<file path="config.mk">
export PLATFORM = sky130hd
export DESIGN_NAME = int_alu
export DESIGN_NICKNAME = d
export VERILOG_FILES = /design/src/common/isa_pkg.sv /design/src/common/pipe_pkg.sv /design/src/execute/int_alu.sv
export VERILOG_INCLUDE_DIRS = /design/src /design/src/common
export SDC_FILE = /design/constraint.sdc
export NUM_CORES = 1
export LEC_CHECK = 0
export BUFFER_PORTS_ARGS = -buffer_cell sky130_fd_sc_hd__buf_2
export CORE_MARGIN = 3
export CORE_UTILIZATION = 25
export DETAILED_ROUTE_END_ITERATION = 10
export SYNTH_ARGS = -nofsm -noshare
export SYNTH_HDL_FRONTEND = slang
export SYNTH_SLANG_ARGS = --single-unit
</file>
<file path="constraint.sdc">
create_clock -name vclk -period 7.9
set_input_delay 0.79 -clock vclk [all_inputs]
set_output_delay 0.79 -clock vclk [all_outputs]
set_load 0.02 [all_outputs]
</file>
<file path="src/common/ex_macros.svh">
`ifndef EX_MACROS_SVH
`define EX_MACROS_SVH

// Data and address width of the stage.
`define EX_XLEN 32

// Word address width of the data RAM, 256 words.
`define EX_RAM_AW 8

`endif

</file>
<file path="src/common/isa_pkg.sv">
`default_nettype none

package isa_pkg;

  typedef enum logic [3:0] {
    alu_add,
    alu_sub,
    alu_sll,
    alu_slt,
    alu_sltu,
    alu_xor,
    alu_srl,
    alu_sra,
    alu_or,
    alu_and,
    alu_pass_b    // LUI.
  } alu_op_t;

  typedef enum logic [2:0] {
    md_mul,
    md_mulh,
    md_mulhsu,
    md_mulhu,
    md_div,
    md_divu,
    md_rem,
    md_remu
  } md_op_t;

  typedef enum logic [2:0] {
    lsu_lb,
    lsu_lh,
    lsu_lw,
    lsu_lbu,
    lsu_lhu,
    lsu_sb,
    lsu_sh,
    lsu_sw
  } lsu_op_t;

  // Class of an issued instruction.
  typedef enum logic [2:0] {
    unit_alu,
    unit_auipc,
    unit_jump,      // JAL and JALR link.
    unit_muldiv,
    unit_load,
    unit_store,
    unit_illegal
  } unit_t;

  // RISC-V mcause values.
  typedef enum logic [3:0] {
    exc_illegal_instruction = 4'd2,
    exc_load_misaligned     = 4'd4,
    exc_store_misaligned    = 4'd6
  } ecause_t;

endpackage

`default_nettype wire

</file>
<file path="src/common/pipe_pkg.sv">
`default_nettype none
`include "ex_macros.svh"

package pipe_pkg;

  typedef struct packed {
    logic                valid;
    isa_pkg::unit_t      unit;
    isa_pkg::alu_op_t    alu_op;
    isa_pkg::md_op_t     md_op;
    isa_pkg::lsu_op_t    lsu_op;
    logic [`EX_XLEN-1:0] pc;
    logic [`EX_XLEN-1:0] rdata1;
    logic [`EX_XLEN-1:0] rdata2;
    logic [`EX_XLEN-1:0] imm;
    logic                use_imm;   // Second operand is imm.
    logic [4:0]          rd;
    logic [31:0]         instr;
  } issue_t;

  typedef struct packed {
    logic                wren;
    logic [4:0]          waddr;
    logic [`EX_XLEN-1:0] wdata;
  } writeback_t;

  typedef struct packed {
    logic                valid;
    isa_pkg::ecause_t    cause;
    logic [`EX_XLEN-1:0] tval;
    logic [`EX_XLEN-1:0] epc;
  } except_t;

  typedef struct packed {
    isa_pkg::alu_op_t    op;
    logic [`EX_XLEN-1:0] rs1;
    logic [`EX_XLEN-1:0] rs2;
    logic [`EX_XLEN-1:0] imm;
    logic                use_imm;
  } alu_in_t;

  typedef struct packed {
    logic [`EX_XLEN-1:0] result;
  } alu_out_t;

  typedef struct packed {
    logic                start;
    isa_pkg::md_op_t     op;
    logic [`EX_XLEN-1:0] a;
    logic [`EX_XLEN-1:0] b;
  } md_in_t;

  typedef struct packed {
    logic                ready;
    logic [`EX_XLEN-1:0] result;
  } md_out_t;

  typedef struct packed {
    logic                valid;
    isa_pkg::lsu_op_t    op;
    logic [`EX_XLEN-1:0] addr;
    logic [`EX_XLEN-1:0] wdata;
  } lsu_req_t;

  typedef struct packed {
    logic                done;
    logic [`EX_XLEN-1:0] rdata;
  } lsu_rsp_t;

  // Wishbone classic, master to slave.
  typedef struct packed {
    logic                cyc;
    logic                stb;
    logic                we;
    logic [`EX_XLEN-1:0] adr;
    logic [3:0]          sel;
    logic [`EX_XLEN-1:0] dat;
  } wb_m2s_t;

  typedef struct packed {
    logic                ack;
    logic [`EX_XLEN-1:0] dat;
  } wb_s2m_t;

endpackage

`default_nettype wire

</file>
<file path="src/execute/int_alu.sv">
`timescale 1ns/10ps
`default_nettype none
`include "ex_macros.svh"

module int_alu (
  input  pipe_pkg::alu_in_t  in,
  output pipe_pkg::alu_out_t out
);

  logic [`EX_XLEN-1:0] op_b;
  logic [4:0]          shamt;
  logic                lt_s;
  logic                lt_u;

  assign op_b  = in.use_imm ? in.imm : in.rs2;
  assign shamt = op_b[4:0];   // RV32 uses five bits.
  assign lt_s  = $signed(in.rs1) < $signed(op_b);
  assign lt_u  = in.rs1 < op_b;

  always_comb begin
    case (in.op)
      isa_pkg::alu_add:    out.result = in.rs1 + op_b;
      isa_pkg::alu_sub:    out.result = in.rs1 - op_b;
      isa_pkg::alu_sll:    out.result = in.rs1 << shamt;
      isa_pkg::alu_slt:    out.result = {{(`EX_XLEN-1){1'b0}}, lt_s};
      isa_pkg::alu_sltu:   out.result = {{(`EX_XLEN-1){1'b0}}, lt_u};
      isa_pkg::alu_xor:    out.result = in.rs1 ^ op_b;
      isa_pkg::alu_srl:    out.result = in.rs1 >> shamt;
      isa_pkg::alu_sra:    out.result = $signed(in.rs1) >>> shamt;
      isa_pkg::alu_or:     out.result = in.rs1 | op_b;
      isa_pkg::alu_and:    out.result = in.rs1 & op_b;
      isa_pkg::alu_pass_b: out.result = op_b;
      default:             out.result = '0;
    endcase
  end

endmodule

`default_nettype wire

</file>
# Word-level counts from Yosys, hierarchy flattened
# Index checks and enable logic that the tools add are counted.
totals:
  reg_bits: 0
  wordCells: 23
  output_inout_bits: 32
  input_bits: 101
classes:
  n_mux: 2
  n_reduce_logical: 1
  bitwise_logic: 3
  n_lt_le_gt_ge: 2
  n_shift: 3
  n_addsub: 2
  n_eq_ne: 10
op_table:
  columns: ["cell", "count"]
  rows:
  - ["$pmux W32 S11", 1]
  - ["$lt A32 B32 Y1", 2]
  - ["$add A32 B32 Y32", 1]
  - ["$and A32 B32 Y32", 1]
  - ["$mux W32", 1]
  - ["$or A32 B32 Y32", 1]
  - ["$shl A32 B5 Y32", 1]
  - ["$shr A32 B5 Y32", 1]
  - ["$sshr A32 B5 Y32", 1]
  - ["$sub A32 B32 Y32", 1]
  - ["$xor A32 B32 Y32", 1]
  - ["$eq A4 B3 Y1 const B", 4]
  - ["$eq A4 B4 Y1 const B", 3]
  - ["$eq A4 B2 Y1 const B", 2]
  - ["$eq A4 B1 Y1 const B", 1]
  - ["$logic_not A4 Y1", 1]

# Depth between registers and ports, before layout
# Gate-level depths: netlist of run 1.
logic_depth:
  depth_word: 3
  ltp_mapped: 19
  ltp_nobuf: 15

# Worst setup path before layout of run 1
# No wires, ideal clock.
synth_timing:
  path_kind: "in2out"
  start: "input port in[0] (netlist name)"
  end: "output port out[28] (netlist name)"
  path_buffers: 6
  path_stages: 18
  required_ns: 7.110
  slack_ns: 2.334
  arrival_ns: 4.776
  cell_sequence: "buf_6 > mux2i_4 > buf_2 > buf_2 > buf_2 > buf_1 > ha_1 > buf_2 > nor2b_1 > o31a_1 > a21oi_2 > a21oi_2 > a41o_4 > a211o_1 > a21oi_1 > o31a_1 > a211oi_1 > or4_1"
synth_lines:
  columns: ["element", "line_no", "rtl"]
  rows:
  - ["start: declaration", "int_alu.sv:6", "input pipe_pkg::alu_in_t in,"]
  - ["end: declaration", "int_alu.sv:7", "output pipe_pkg::alu_out_t out"]

==> summary.md, run 1 <==
| Metric | Value |
|---|---|
| Rel. slew slack | 25.4% |
| CP Data Arrival Time | 5.59 ns |
| Most frequent cell after synthesis | nor2_1 |
| Core Area | 0.0377 mm² |
| Die W | 202 µm |
| Layout cells sized above 1 | 13.5% |
| IO Port Bufs | 133 |
| Die area | 0.0407 mm² |
| Initial Utilization | 25.4% |
| CP max-delay cell | buf_2 |
| Status | finished clean |
| Cts hold-fix bufs | 0 |
| Rows | 71 |
| Final setup violating endpoints | 0 |
| Vias in the first global route | 11.8k |
| Post-synth top cells | nor2_1 (176), nand2_1 (162), a21oi_1 (149) |
| RSZ-0062 raised after global routing | no |
| CP dominant cell by count | buf_2 |
| YS warnings | 0 |
| Setup CP Type | in2out |
| Final worst slack | 1.52 ns |
| Largest net degree at the start of global routing | 66 |
| Yosys top cell area share | 13.1% |
| Avg WL per Cell | 24.6 µm |
| Pre-Repair DR Iteration Count | 6 |
| WP data required | 7.11 ns |
| # clk buffers | 0 |
| Critical path endpoint category | primary output |
| CTS resizes | 0 |
| Storage element area | 0 µm² |
| Io pins | 133 |
| Mapped Cells | 1,513 |
| Initial DRC count | 1,750 |
| Seq cells | 0 |
| Final cell count without fillers | 2,064 |
| Chip Height | 202 µm |
| Fin crit period | 6.38 ns |
| Count of unique library cells instantiated by Yosys | 83 |
| Critical-path cell list | buf_2 > mux2i_4 > ha_1 > inv_1 > o311ai_0 > a21oi_1 > a211oi_2 > o311a_1 > nor3_1 > nand2_1 > a311oi_1 > a22o_1 > o21ai_1 > buf_2 |
| Mapped Avg Cell Area | 6.33 µm² |
| Hold Fails Final Rpt | 0 |
| Critical Path End | out[29] |
| GRT Residual Overflow | 0 |
| NumNets Final | 1,757 |
| CP startpoint | in[0] |
| # Post-CTS Setup Buffers | 0 |
| Post-DRT Antenna Nets | 0 |
| Layout Area Growth over Synthesis | 10.8% |
| Max_cap viols | 0 |
| Period utilisation layout | 80.7% |
| Slew @ Worst Pin | 1.12 ns |
| Post-Syn Area | 0.00957 mm² |
| Class of the worst hold path | in2out |
| Routed WL | 50,900 µm |
| Achievable Freq | 0.157 GHz |
| Max-slew violations | 0 |
| Area contributors post-synth | ha_1 (13%), mux2i_1 (13%), a21oi_1 (7.8%) |
| Net Count, Synth | 1,716 |
| Setup_tns | 0 ns |
| Critical path's largest stage delay | 0.77 ns |
| Critical path fanouts, max | 25 |
| Initial antenna violation count | 2 |
| Placed Cells | 2,063 |
| Seq/Total Area, Yosys | 0% |
| Place WS | 1.58 ns |
| Cell taking the most area after synthesis | ha_1 |
| RD Place Congestion | 1.02 |
| First-pass GRT wire length | 75,600 µm |
| Critical Path Start Type | primary input |
| Vias | 12.5k |
| Hpwl dp | 39,900 µm |
| Vias per inst | 6.07 |
| DRC violations left | 0 |
| Tot GR Track Use | 23.7% |
[metal layers]
metal / part of all wire (%) / track usage [%] / vias up
met3: 9.4 / 2.33 / 108
met1: 43 / 33.5 / 5979
met2: 43 / 37.1 / 781
met5: 0 / 0 / -
met4: 4.7 / 8.90 / 0
li1: - / - / 5660
[layout make-up]
type | count | area [µm²]
Tap cell | 511 | 639
Multi-Input combinational cell | 1294 | 8750
Antenna cell | 1 | 2.50
Fill cell | 4355 | 27100
Inverter | 103 | 387
Timing Repair Buffer | 155 | 831
[worst max-delay path, delay by kind of cell]
family	cells	cell delay, ns
and+or+nand+nor	2	0.65
buffers and inverters	3	1.08
AOI/OAI and AO/OA	7	1.81
muxes	1	0.77
adders and majority gates	1	0.46
[cells by family after synthesis]
logic type / share of synthesized area, %
compound gates: 38.0
simple gates: 22.6
xor+xnor: 0.366
fa+ha+maj: 13.5
buf+inv: 9.20
mux: 16.4
[placed cells by master, fill, tap and decap left out, types with 5 or more instances in the layout]
master | netlist | final
o2111ai_1 | 9 | 9
and3_1 | 10 | 10
a31o_2 | 5 | 5
a22o_1 | 6 | 6
o21ai_1 | 9 | 9
nand2_1 | 162 | 162
or3_1 | 6 | 6
mux2_2 | 9 | 9
nand3_1 | 38 | 38
mux2i_4 | 2 | 5
buf_2 | 29 | 133
nor3_1 | 32 | 31
o22ai_1 | 42 | 42
nor2_1 | 176 | 174
a31oi_1 | 26 | 26
a211oi_1 | 25 | 25
buf_4 | 4 | 22
inv_2 | 6 | 7
inv_1 | 96 | 95
o21bai_1 | 15 | 15
o221ai_1 | 8 | 8
ha_1 | 100 | 100
a21o_1 | 11 | 11
a21oi_1 | 149 | 149
nand4_1 | 10 | 10
mux2i_1 | 124 | 121
o21a_1 | 5 | 5
a22oi_1 | 13 | 13
nor2b_1 | 11 | 11
a311oi_1 | 6 | 6
a221o_1 | 8 | 8
a221oi_1 | 18 | 18
o21ai_0 | 103 | 103
o211ai_1 | 37 | 37
nand2b_1 | 23 | 23
mux4_2 | 8 | 8
and2_1 | 6 | 6
o31ai_1 | 10 | 10
a211o_1 | 5 | 5
[worst min path at each step]
stage | startpoint | endpoint | slack, ns | cells after the start
floorplan | in[66] | out[1] | 1.94 | 4
global placement | in[97] | out[0] | 2.15 | 4
detailed placement | in[97] | out[0] | 2.15 | 4
CTS | in[97] | out[0] | 2.16 | 4
global route | in[97] | out[0] | 2.20 | 4
finish | in[97] | out[0] | 2.18 | 4
[stage by stage]
step                      util [%]  instance area [µm²]  hold slack (ns)
final                         28.2                10600             2.18
after global routing          28.2                10600             2.20
after CTS                     28.2                10600             2.16
after detailed placement      28.2                10600             2.15
after global placement        28.2                10600             2.15
after floorplan                  -                 9570             1.94
==> run 2: changes to the inputs <==
--- a/config.mk
+++ b/config.mk
@@ -6,6 +6,7 @@
 export SDC_FILE = /design/constraint.sdc
 export NUM_CORES = 1
 export LEC_CHECK = 0
+export ABC_AREA = 1
 export BUFFER_PORTS_ARGS = -buffer_cell sky130_fd_sc_hd__buf_2
 export CORE_MARGIN = 3
 export CORE_UTILIZATION = 25
==> constraint.sdc (replaced) <==
create_clock -name vclk -period 6.7
set_input_delay 0.67 -clock vclk [all_inputs]
set_output_delay 0.67 -clock vclk [all_outputs]
set_load 0.02 [all_outputs]
==> run 2 against run 1 <==
Effect of this change: worst setup slack got worse by 0.0091 ns; cell area rose by 8.7%; global-route usage rose by 1.1 points; synthesized area rose by 11%; die area rose by 10%; worst hold slack got worse by 0.094 ns; synthesized cell count rose by 42%; flip-flop and latch count did not move; routed wire length rose by 15%; final cell count rose by 33%; first-iteration DRC count rose by 34%; utilization fell by 0.24 points; highest routed layer is now met5.
==> summary.md, run 2 <==
| Metric | Value |
|---|---|
| Status | finished clean (unchanged) |
| Min-delay src | in[38] (was in[97]) |
| First-pass GRT wire length | 85,400 µm (was 75,600 µm) |
| # Post-CTS Setup Buffers | 0 (unchanged) |
| CP delay by family, top | simple AND/OR/NAND/NOR gates (was compound AO/OA/AOI/OAI gates) |
| Initial DRC count | 2,337 (was 1,750) |
| Rel. slew slack | 29.5% (was 25.4%) |
| Achievable Freq | 0.193 GHz |
| RSZ-0062 raised after global routing | no (unchanged) |
| Largest net degree at the start of global routing | 72 (was 66) |
| Chip Height | 212 µm (was 202 µm) |
| Hold Fails Final Rpt | 0 (unchanged) |
| Initial antenna violation count | 1 (was 2) |
| Max_cap viols | 0 (unchanged) |
| Layout Area Growth over Synthesis | 8.95% (was 10.8%) |
| Storage element area | 0 µm² (unchanged) |
| WHS Endpoint | out[5] (was out[0]) |
| CP max-delay cell | fa_1 (was buf_2) |
| IO Port Bufs | 133 (unchanged) |
| CP dominant cell by count | nand2_1 (was buf_2) |
| Diode count | 0 (was 1) |
| Cell taking the most area after synthesis | nand2_1 (was ha_1) |
| Cts hold-fix bufs | 0 (unchanged) |
| Seq/Total Area, Yosys | 0% (unchanged) |
| Slew @ Worst Pin | 1.05 ns (was 1.12 ns) |
| Post-DRT Antenna Nets | 0 (unchanged) |
| Final setup violating endpoints | 0 (unchanged) |
| Setup CP Type | in2out (unchanged) |
| Post-synth top cells | nand2_1 (653), nand3_1 (445), inv_1 (245) (was nor2_1 (176), nand2_1 (162), a21oi_1 (149)) |
| Buf/Inv on CP | 4 (was 3) |
| Yosys top cell area share | 23.2% (was 13.1%) |
| Tot GR Track Use | 24.8% (was 23.7%) |
| Rows | 74 (was 71) |
| Net Count, Synth | 2,358 (was 1,716) |
| DRC violations left | 0 (unchanged) |
| Vias in the first global route | 14.0k (was 11.8k) |
| Initial Utilization | 25.6% (was 25.4%) |
| RD Place Congestion | 1.04 (was 1.02) |
| Die area | 0.0449 mm² (was 0.0407 mm²) |
| Critical-path cell list | buf_2 > inv_4 > nand2_4 > nand2_4 > ha_1 > fa_1 > inv_1 > nand2_1 > o21ai_0 > nand2_1 > nand2_1 > nand2_1 > nand2_1 > nand2_1 > nand3_1 > nand3_1 > nor2_1 > nand2_1 > buf_2 (was buf_2 > mux2i_4 > ha_1 > inv_1 > o311ai_0 > a21oi_1 > a211oi_2 > o311a_1 > nor3_1 > nand2_1 > a311oi_1 > a22o_1 > o21ai_1 > buf_2) |
| Routed WL | 58,300 µm (was 50,900 µm) |
| Critical path's largest stage delay | 0.44 ns (was 0.77 ns) |
| Core Area | 0.0413 mm² (was 0.0377 mm²) |
| Hpwl dp | 47,700 µm (was 39,900 µm) |
| # clk buffers | 0 (unchanged) |
| Pwr Total | 0.00120 W |
| YS warnings | 0 (unchanged) |
| Most common cell after layout, fill and taps aside | nand2_1 (was nor2_1) |
| Commonest non-fill, non-tap cells in the layout | nand2_1 (652), nand3_1 (445), inv_1 (245) (was nor2_1 (174), nand2_1 (162), a21oi_1 (149)) |
| Die W | 212 µm (was 202 µm) |
| Io pins | 133 (unchanged) |
| Setup_tns | 0 ns (unchanged) |
| Fin crit period | 5.18 ns |
| Maximum VDD drop | 30.2 µV |
| Layout cells sized above 1 | 8.93% (was 13.5%) |
| Mapped Cells | 2,155 (was 1,513) |
| Period utilisation layout | 77.4% |
| Class of the worst hold path | in2out (unchanged) |
| Pre-Repair DR Iteration Count | 6 (unchanged) |
| CP Data Arrival Time | 4.51 ns (was 5.59 ns) |
| Count of unique library cells instantiated by Yosys | 48 (was 83) |
| CTS resizes | 0 (unchanged) |
| Critical path endpoint category | primary output (unchanged) |
| Avg WL per Cell | 21.3 µm (was 24.6 µm) |
| Critical Path Start Type | primary input (unchanged) |
| Critical path fanouts, max | 37 (was 25) |
| Power Density | 104 mW/mm² |
| GRT Residual Overflow | 0 (unchanged) |
| Vias per inst | 5.59 (was 6.07) |
| NumNets Final | 2,412 (was 1,757) |
| WP data required | 6.03 ns (was 7.11 ns) |
| Post-Syn Area | 0.0106 mm² (was 0.00957 mm²) |
| Area contributors post-synth | nand2_1 (23%), nand3_1 (21%), ha_1 (12%) (was ha_1 (13%), mux2i_1 (13%), a21oi_1 (7.8%)) |
| Seq cells | 0 (unchanged) |
| Most frequent cell after synthesis | nand2_1 (was nor2_1) |
| Vias | 15.3k (was 12.5k) |
| Max-slew violations | 0 (unchanged) |
| Mapped Avg Cell Area | 4.91 µm² (was 6.33 µm²) |
| Hold Path Stages | 8 (was 4) |
| Leakage | 6.12 nW |
run 2: cell families (layout without fill, tap and decap cells):
group,after synthesis,count (layout),share of synthesized area [%]
simple gates,1397,1397,57.3
buf+inv,354,406,14.0
compound gates,298,298,16.1
fa+ha+maj,102,102,12.2
xor+xnor,4,4,0.331
run 2: worst max-delay path by stage:
stage	endpoint	startpoint	cells after the start	slack, ns
2_1_floorplan	out[13]	in[0]	19	2.91
3_3_place_gp	out[14]	in[0]	19	1.66
3_5_place_dp	out[14]	in[0]	19	1.63
4_1_cts	out[14]	in[0]	19	1.62
5_1_grt	out[14]	in[0]	19	1.30
6_report	out[14]	in[0]	19	1.52
run 2: power by group:
part / switching [W] / total, W / internal, W
combinational: 0.000873 / 0.00120 / 0.000330
clock: 0 / 0 / 0
sequential: 0 / 0 / 0
run 2: layout make-up:
cell class | count | area [µm²]
multi-input combinational | 1801 | 9130
inverter | 261 | 982
timing repair buffer | 145 | 756
tap | 532 | 666
fill | 4936 | 29800
run 2: metal layers:
layer  routed length (µm)  GRT usage, %  up-vias
met5                   11             0        -
met4                 2870          9.70        2
met3                 7090          4.58      150
met2                25800          40.1      967
met1                22600          32.7     6991
li1                     -             -     7204
run 2: stage by stage:
step,instances,cell area (µm²),setup slack [ns],hold slack [ns],utilization (%)
2_1_floorplan,2155,10600,2.91,1.71,-
3_3_place_gp,2739,11500,1.66,2.08,27.9
3_5_place_dp,2739,11500,1.63,2.08,27.9
4_1_cts,2739,11500,1.62,2.09,27.9
5_1_grt,2739,11500,1.30,2.15,27.9
6_report,2739,11500,1.52,2.08,27.9
run 2: worst min-delay path, delay by kind of cell:
| kind | cells | cell delay (ns) |
|---|---|---|
| and+or+nand+nor | 4 | 0.33 |
| buffers and inverters | 2 | 0.25 |
| AOI/OAI and AO/OA | 2 | 0.16 |
No activity file was read; power rests on OpenSTA's default activity.
==> run 3: changes to the inputs <==
--- a/config.mk
+++ b/config.mk
@@ -6,7 +6,7 @@
 export SDC_FILE = /design/constraint.sdc
 export NUM_CORES = 1
 export LEC_CHECK = 0
-export ABC_AREA = 1
+export ABC_AREA = 0
 export BUFFER_PORTS_ARGS = -buffer_cell sky130_fd_sc_hd__buf_2
 export CORE_MARGIN = 3
 export CORE_UTILIZATION = 25
==> constraint.sdc (replaced) <==
create_clock -name vclk -period 5.2
set_input_delay 0.52 -clock vclk [all_inputs]
set_output_delay 0.52 -clock vclk [all_outputs]
set_load 0.02 [all_outputs]
==> run 3 against run 2 <==
Effect of this change: cell area shrank 5.2%; sequential share of layout area is the same; non-clock buffer count grew 47; power grew 29%; utilization grew 1.1 points; first-iteration DRC count shrank 13%; critical path depth shrank 3; routed wire length shrank 11%; die area shrank 9.3%; largest power group unchanged.
==> summary.md, run 3 (synthesis results as in run 1) <==
| Metric | Value |
|---|---|
| Status | finished clean (unchanged) |
| # Post-CTS Setup Buffers | 0 (unchanged) |
| Die area | 0.0407 mm² (was 0.0449 mm²) |
| # clk buffers | 0 (unchanged) |
| WP data required | 4.68 ns (was 6.03 ns) |
| Avg WL per Cell | 24.6 µm (was 21.3 µm) |
| CTS resizes | 0 (unchanged) |
| IO Port Bufs | 133 (unchanged) |
| Final std cell area, no fill | 0.0109 mm² (was 0.0115 mm²) |
| Leakage | 4.86 nW (was 6.12 nW) |
| Hold Fails Final Rpt | 0 (unchanged) |
| Io pins | 133 (unchanged) |
| Die W | 202 µm (was 212 µm) |
| Critical Path Start Type | primary input (unchanged) |
| Largest net degree at the start of global routing | 66 (was 72) |
| Rows | 71 (was 74) |
| Tot GR Track Use | 23.8% (was 24.8%) |
| Cts hold-fix bufs | 0 (unchanged) |
| Period utilisation layout | 96.3% |
| Power Density | 142 mW/mm² (was 104 mW/mm²) |
| Critical path fanouts, max | 8 (was 37) |
| NumNets Final | 1,794 (was 2,412) |
| Pre-Repair DR Iteration Count | 8 (was 6) |
| First-pass GRT wire length | 76,000 µm (was 85,400 µm) |
| Initial DRC count | 2,033 (was 2,337) |
| Critical path's largest stage delay | 0.60 ns (was 0.44 ns) |
| Core Area | 0.0377 mm² (was 0.0413 mm²) |
| Critical-path cell list | buf_2 > buf_4 > buf_4 > mux2i_2 > ha_1 > and3_1 > and3_1 > a21oi_2 > a21oi_2 > a41o_4 > a211o_1 > a21oi_1 > o31a_1 > a211oi_1 > or4_1 > buf_2 (was buf_2 > inv_4 > nand2_4 > nand2_4 > ha_1 > fa_1 > inv_1 > nand2_1 > o21ai_0 > nand2_1 > nand2_1 > nand2_1 > nand2_1 > nand2_1 > nand3_1 > nand3_1 > nor2_1 > nand2_1 > buf_2) |
| CP delay by family, top | compound AO/OA/AOI/OAI gates (was simple AND/OR/NAND/NOR gates) |
| Vias | 12.8k (was 15.3k) |
| Achievable Freq | 0.200 GHz |
| Chip Height | 202 µm (was 212 µm) |
| DP Area | 0.0109 mm² (was 0.0115 mm²) |
| CP max-delay cell | or4_1 (was fa_1) |
| WHS | 1.64 ns (was 2.08 ns) |
| Seq cells | 0 (unchanged) |
| Class of the worst hold path | in2out (unchanged) |
| CP Data Arrival Time | 4.49 ns (was 4.51 ns) |
| Maximum VDD drop | 42.6 µV (was 30.2 µV) |
| Pwr Total | 0.00155 W (was 0.00120 W) |
| Vias per inst | 6.09 (was 5.59) |
| Max-slew violations | 0 (unchanged) |
| Most common cell after layout, fill and taps aside | nor2_1 (was nand2_1) |
| Fin crit period | 5.01 ns |
| DRC violations left | 0 (unchanged) |
| Critical path endpoint category | primary output (unchanged) |
| Commonest non-fill, non-tap cells in the layout | nor2_1 (174), nand2_1 (162), a21oi_1 (149) (was nand2_1 (652), nand3_1 (445), inv_1 (245)) |
| Max_cap viols | 0 (unchanged) |
| Layout Area Growth over Synthesis | 14.2% (was 8.95%) |
| GRT Residual Overflow | 0 (unchanged) |
| Storage element area | 0 µm² (unchanged) |
| RSZ-0062 raised after global routing | no (unchanged) |
| Routed WL | 51,600 µm (was 58,300 µm) |
| Vias in the first global route | 11.8k (was 14.0k) |
| Initial Utilization | 25.4% (was 25.6%) |
| Slew @ Worst Pin | 0.921 ns (was 1.05 ns) |
| Post-DRT Antenna Nets | 0 (unchanged) |
| RD Place Congestion | 1.03 (was 1.04) |
| Final setup violating endpoints | 0 (unchanged) |
| Rel. slew slack | 38.4% (was 29.5%) |
| Setup CP Type | in2out (unchanged) |
| Buf/Inv on CP | 4 (unchanged) |
| Layout cells sized above 1 | 15.9% (was 8.93%) |
| Hpwl dp | 40,400 µm (was 47,700 µm) |
| Setup_tns | 0 ns (unchanged) |
| Initial antenna violation count | 2 (was 1) |
run 3: cell types whose count changed in the layout (fill, tap and decap cells not counted), moves of 23 or more:
cell      before  now
mux2i_1        0  118
nand2_1      652  162
inv_1        245   95
nand2b_1       0   23
o211ai_1       7   37
nand3_1      445   38
a31oi_1        3   26
a21oi_1       96  149
buf_4         12   58
run 3: worst min-delay path: stages:
cell	delay [ns]
buf_2	0.07
mux2_2	0.17
a221oi_1	0.10
nand4_1	0.10
buf_2	0.17
run 3: cell type report:
class,instances,area [µm²]
diodes,2,5.00
fillers,4290,26700
inverters,103,387
multi-input cells,1294,8780
well taps,511,639
repair buffers,192,1120
run 3: where the power goes:
| part | internal (W) | switching, W | leakage (nW) |
|---|---|---|---|
| logic | 0.000523 | 0.00103 | 4.86 |
| clock network | 0.0000000000184 | 0 | 0.0000142 |
| registers | 0 | 0 | 0 |
run 3: worst paths after layout:
kind               start  endpoint  slack (ns)  depth (start not counted)
setup / recovery   in[0]   out[28]        0.19                         16
hold / removal    in[46]   out[13]        1.64                          5
run 3: metal layers:
layer | vias up | GRT usage (%) | wire [µm]
li1 | 5746 | - | -
met1 | 6166 | 33.5 | 22200
met2 | 753 | 37.4 | 22500
met3 | 128 | 3.22 | 4580
met4 | 2 | 8.30 | 2390
met5 | - | 0 | 7
run 3: per-stage QoR:
step,std cells,utilization (%),setup WS [ns]
2_1_floorplan,1513,-,0.174
3_3_place_gp,2100,28.9,0.176
3_5_place_dp,2100,28.9,0.149
4_1_cts,2100,28.9,0.135
5_1_grt,2101,29.0,0.00572
6_report,2102,29.0,0.193
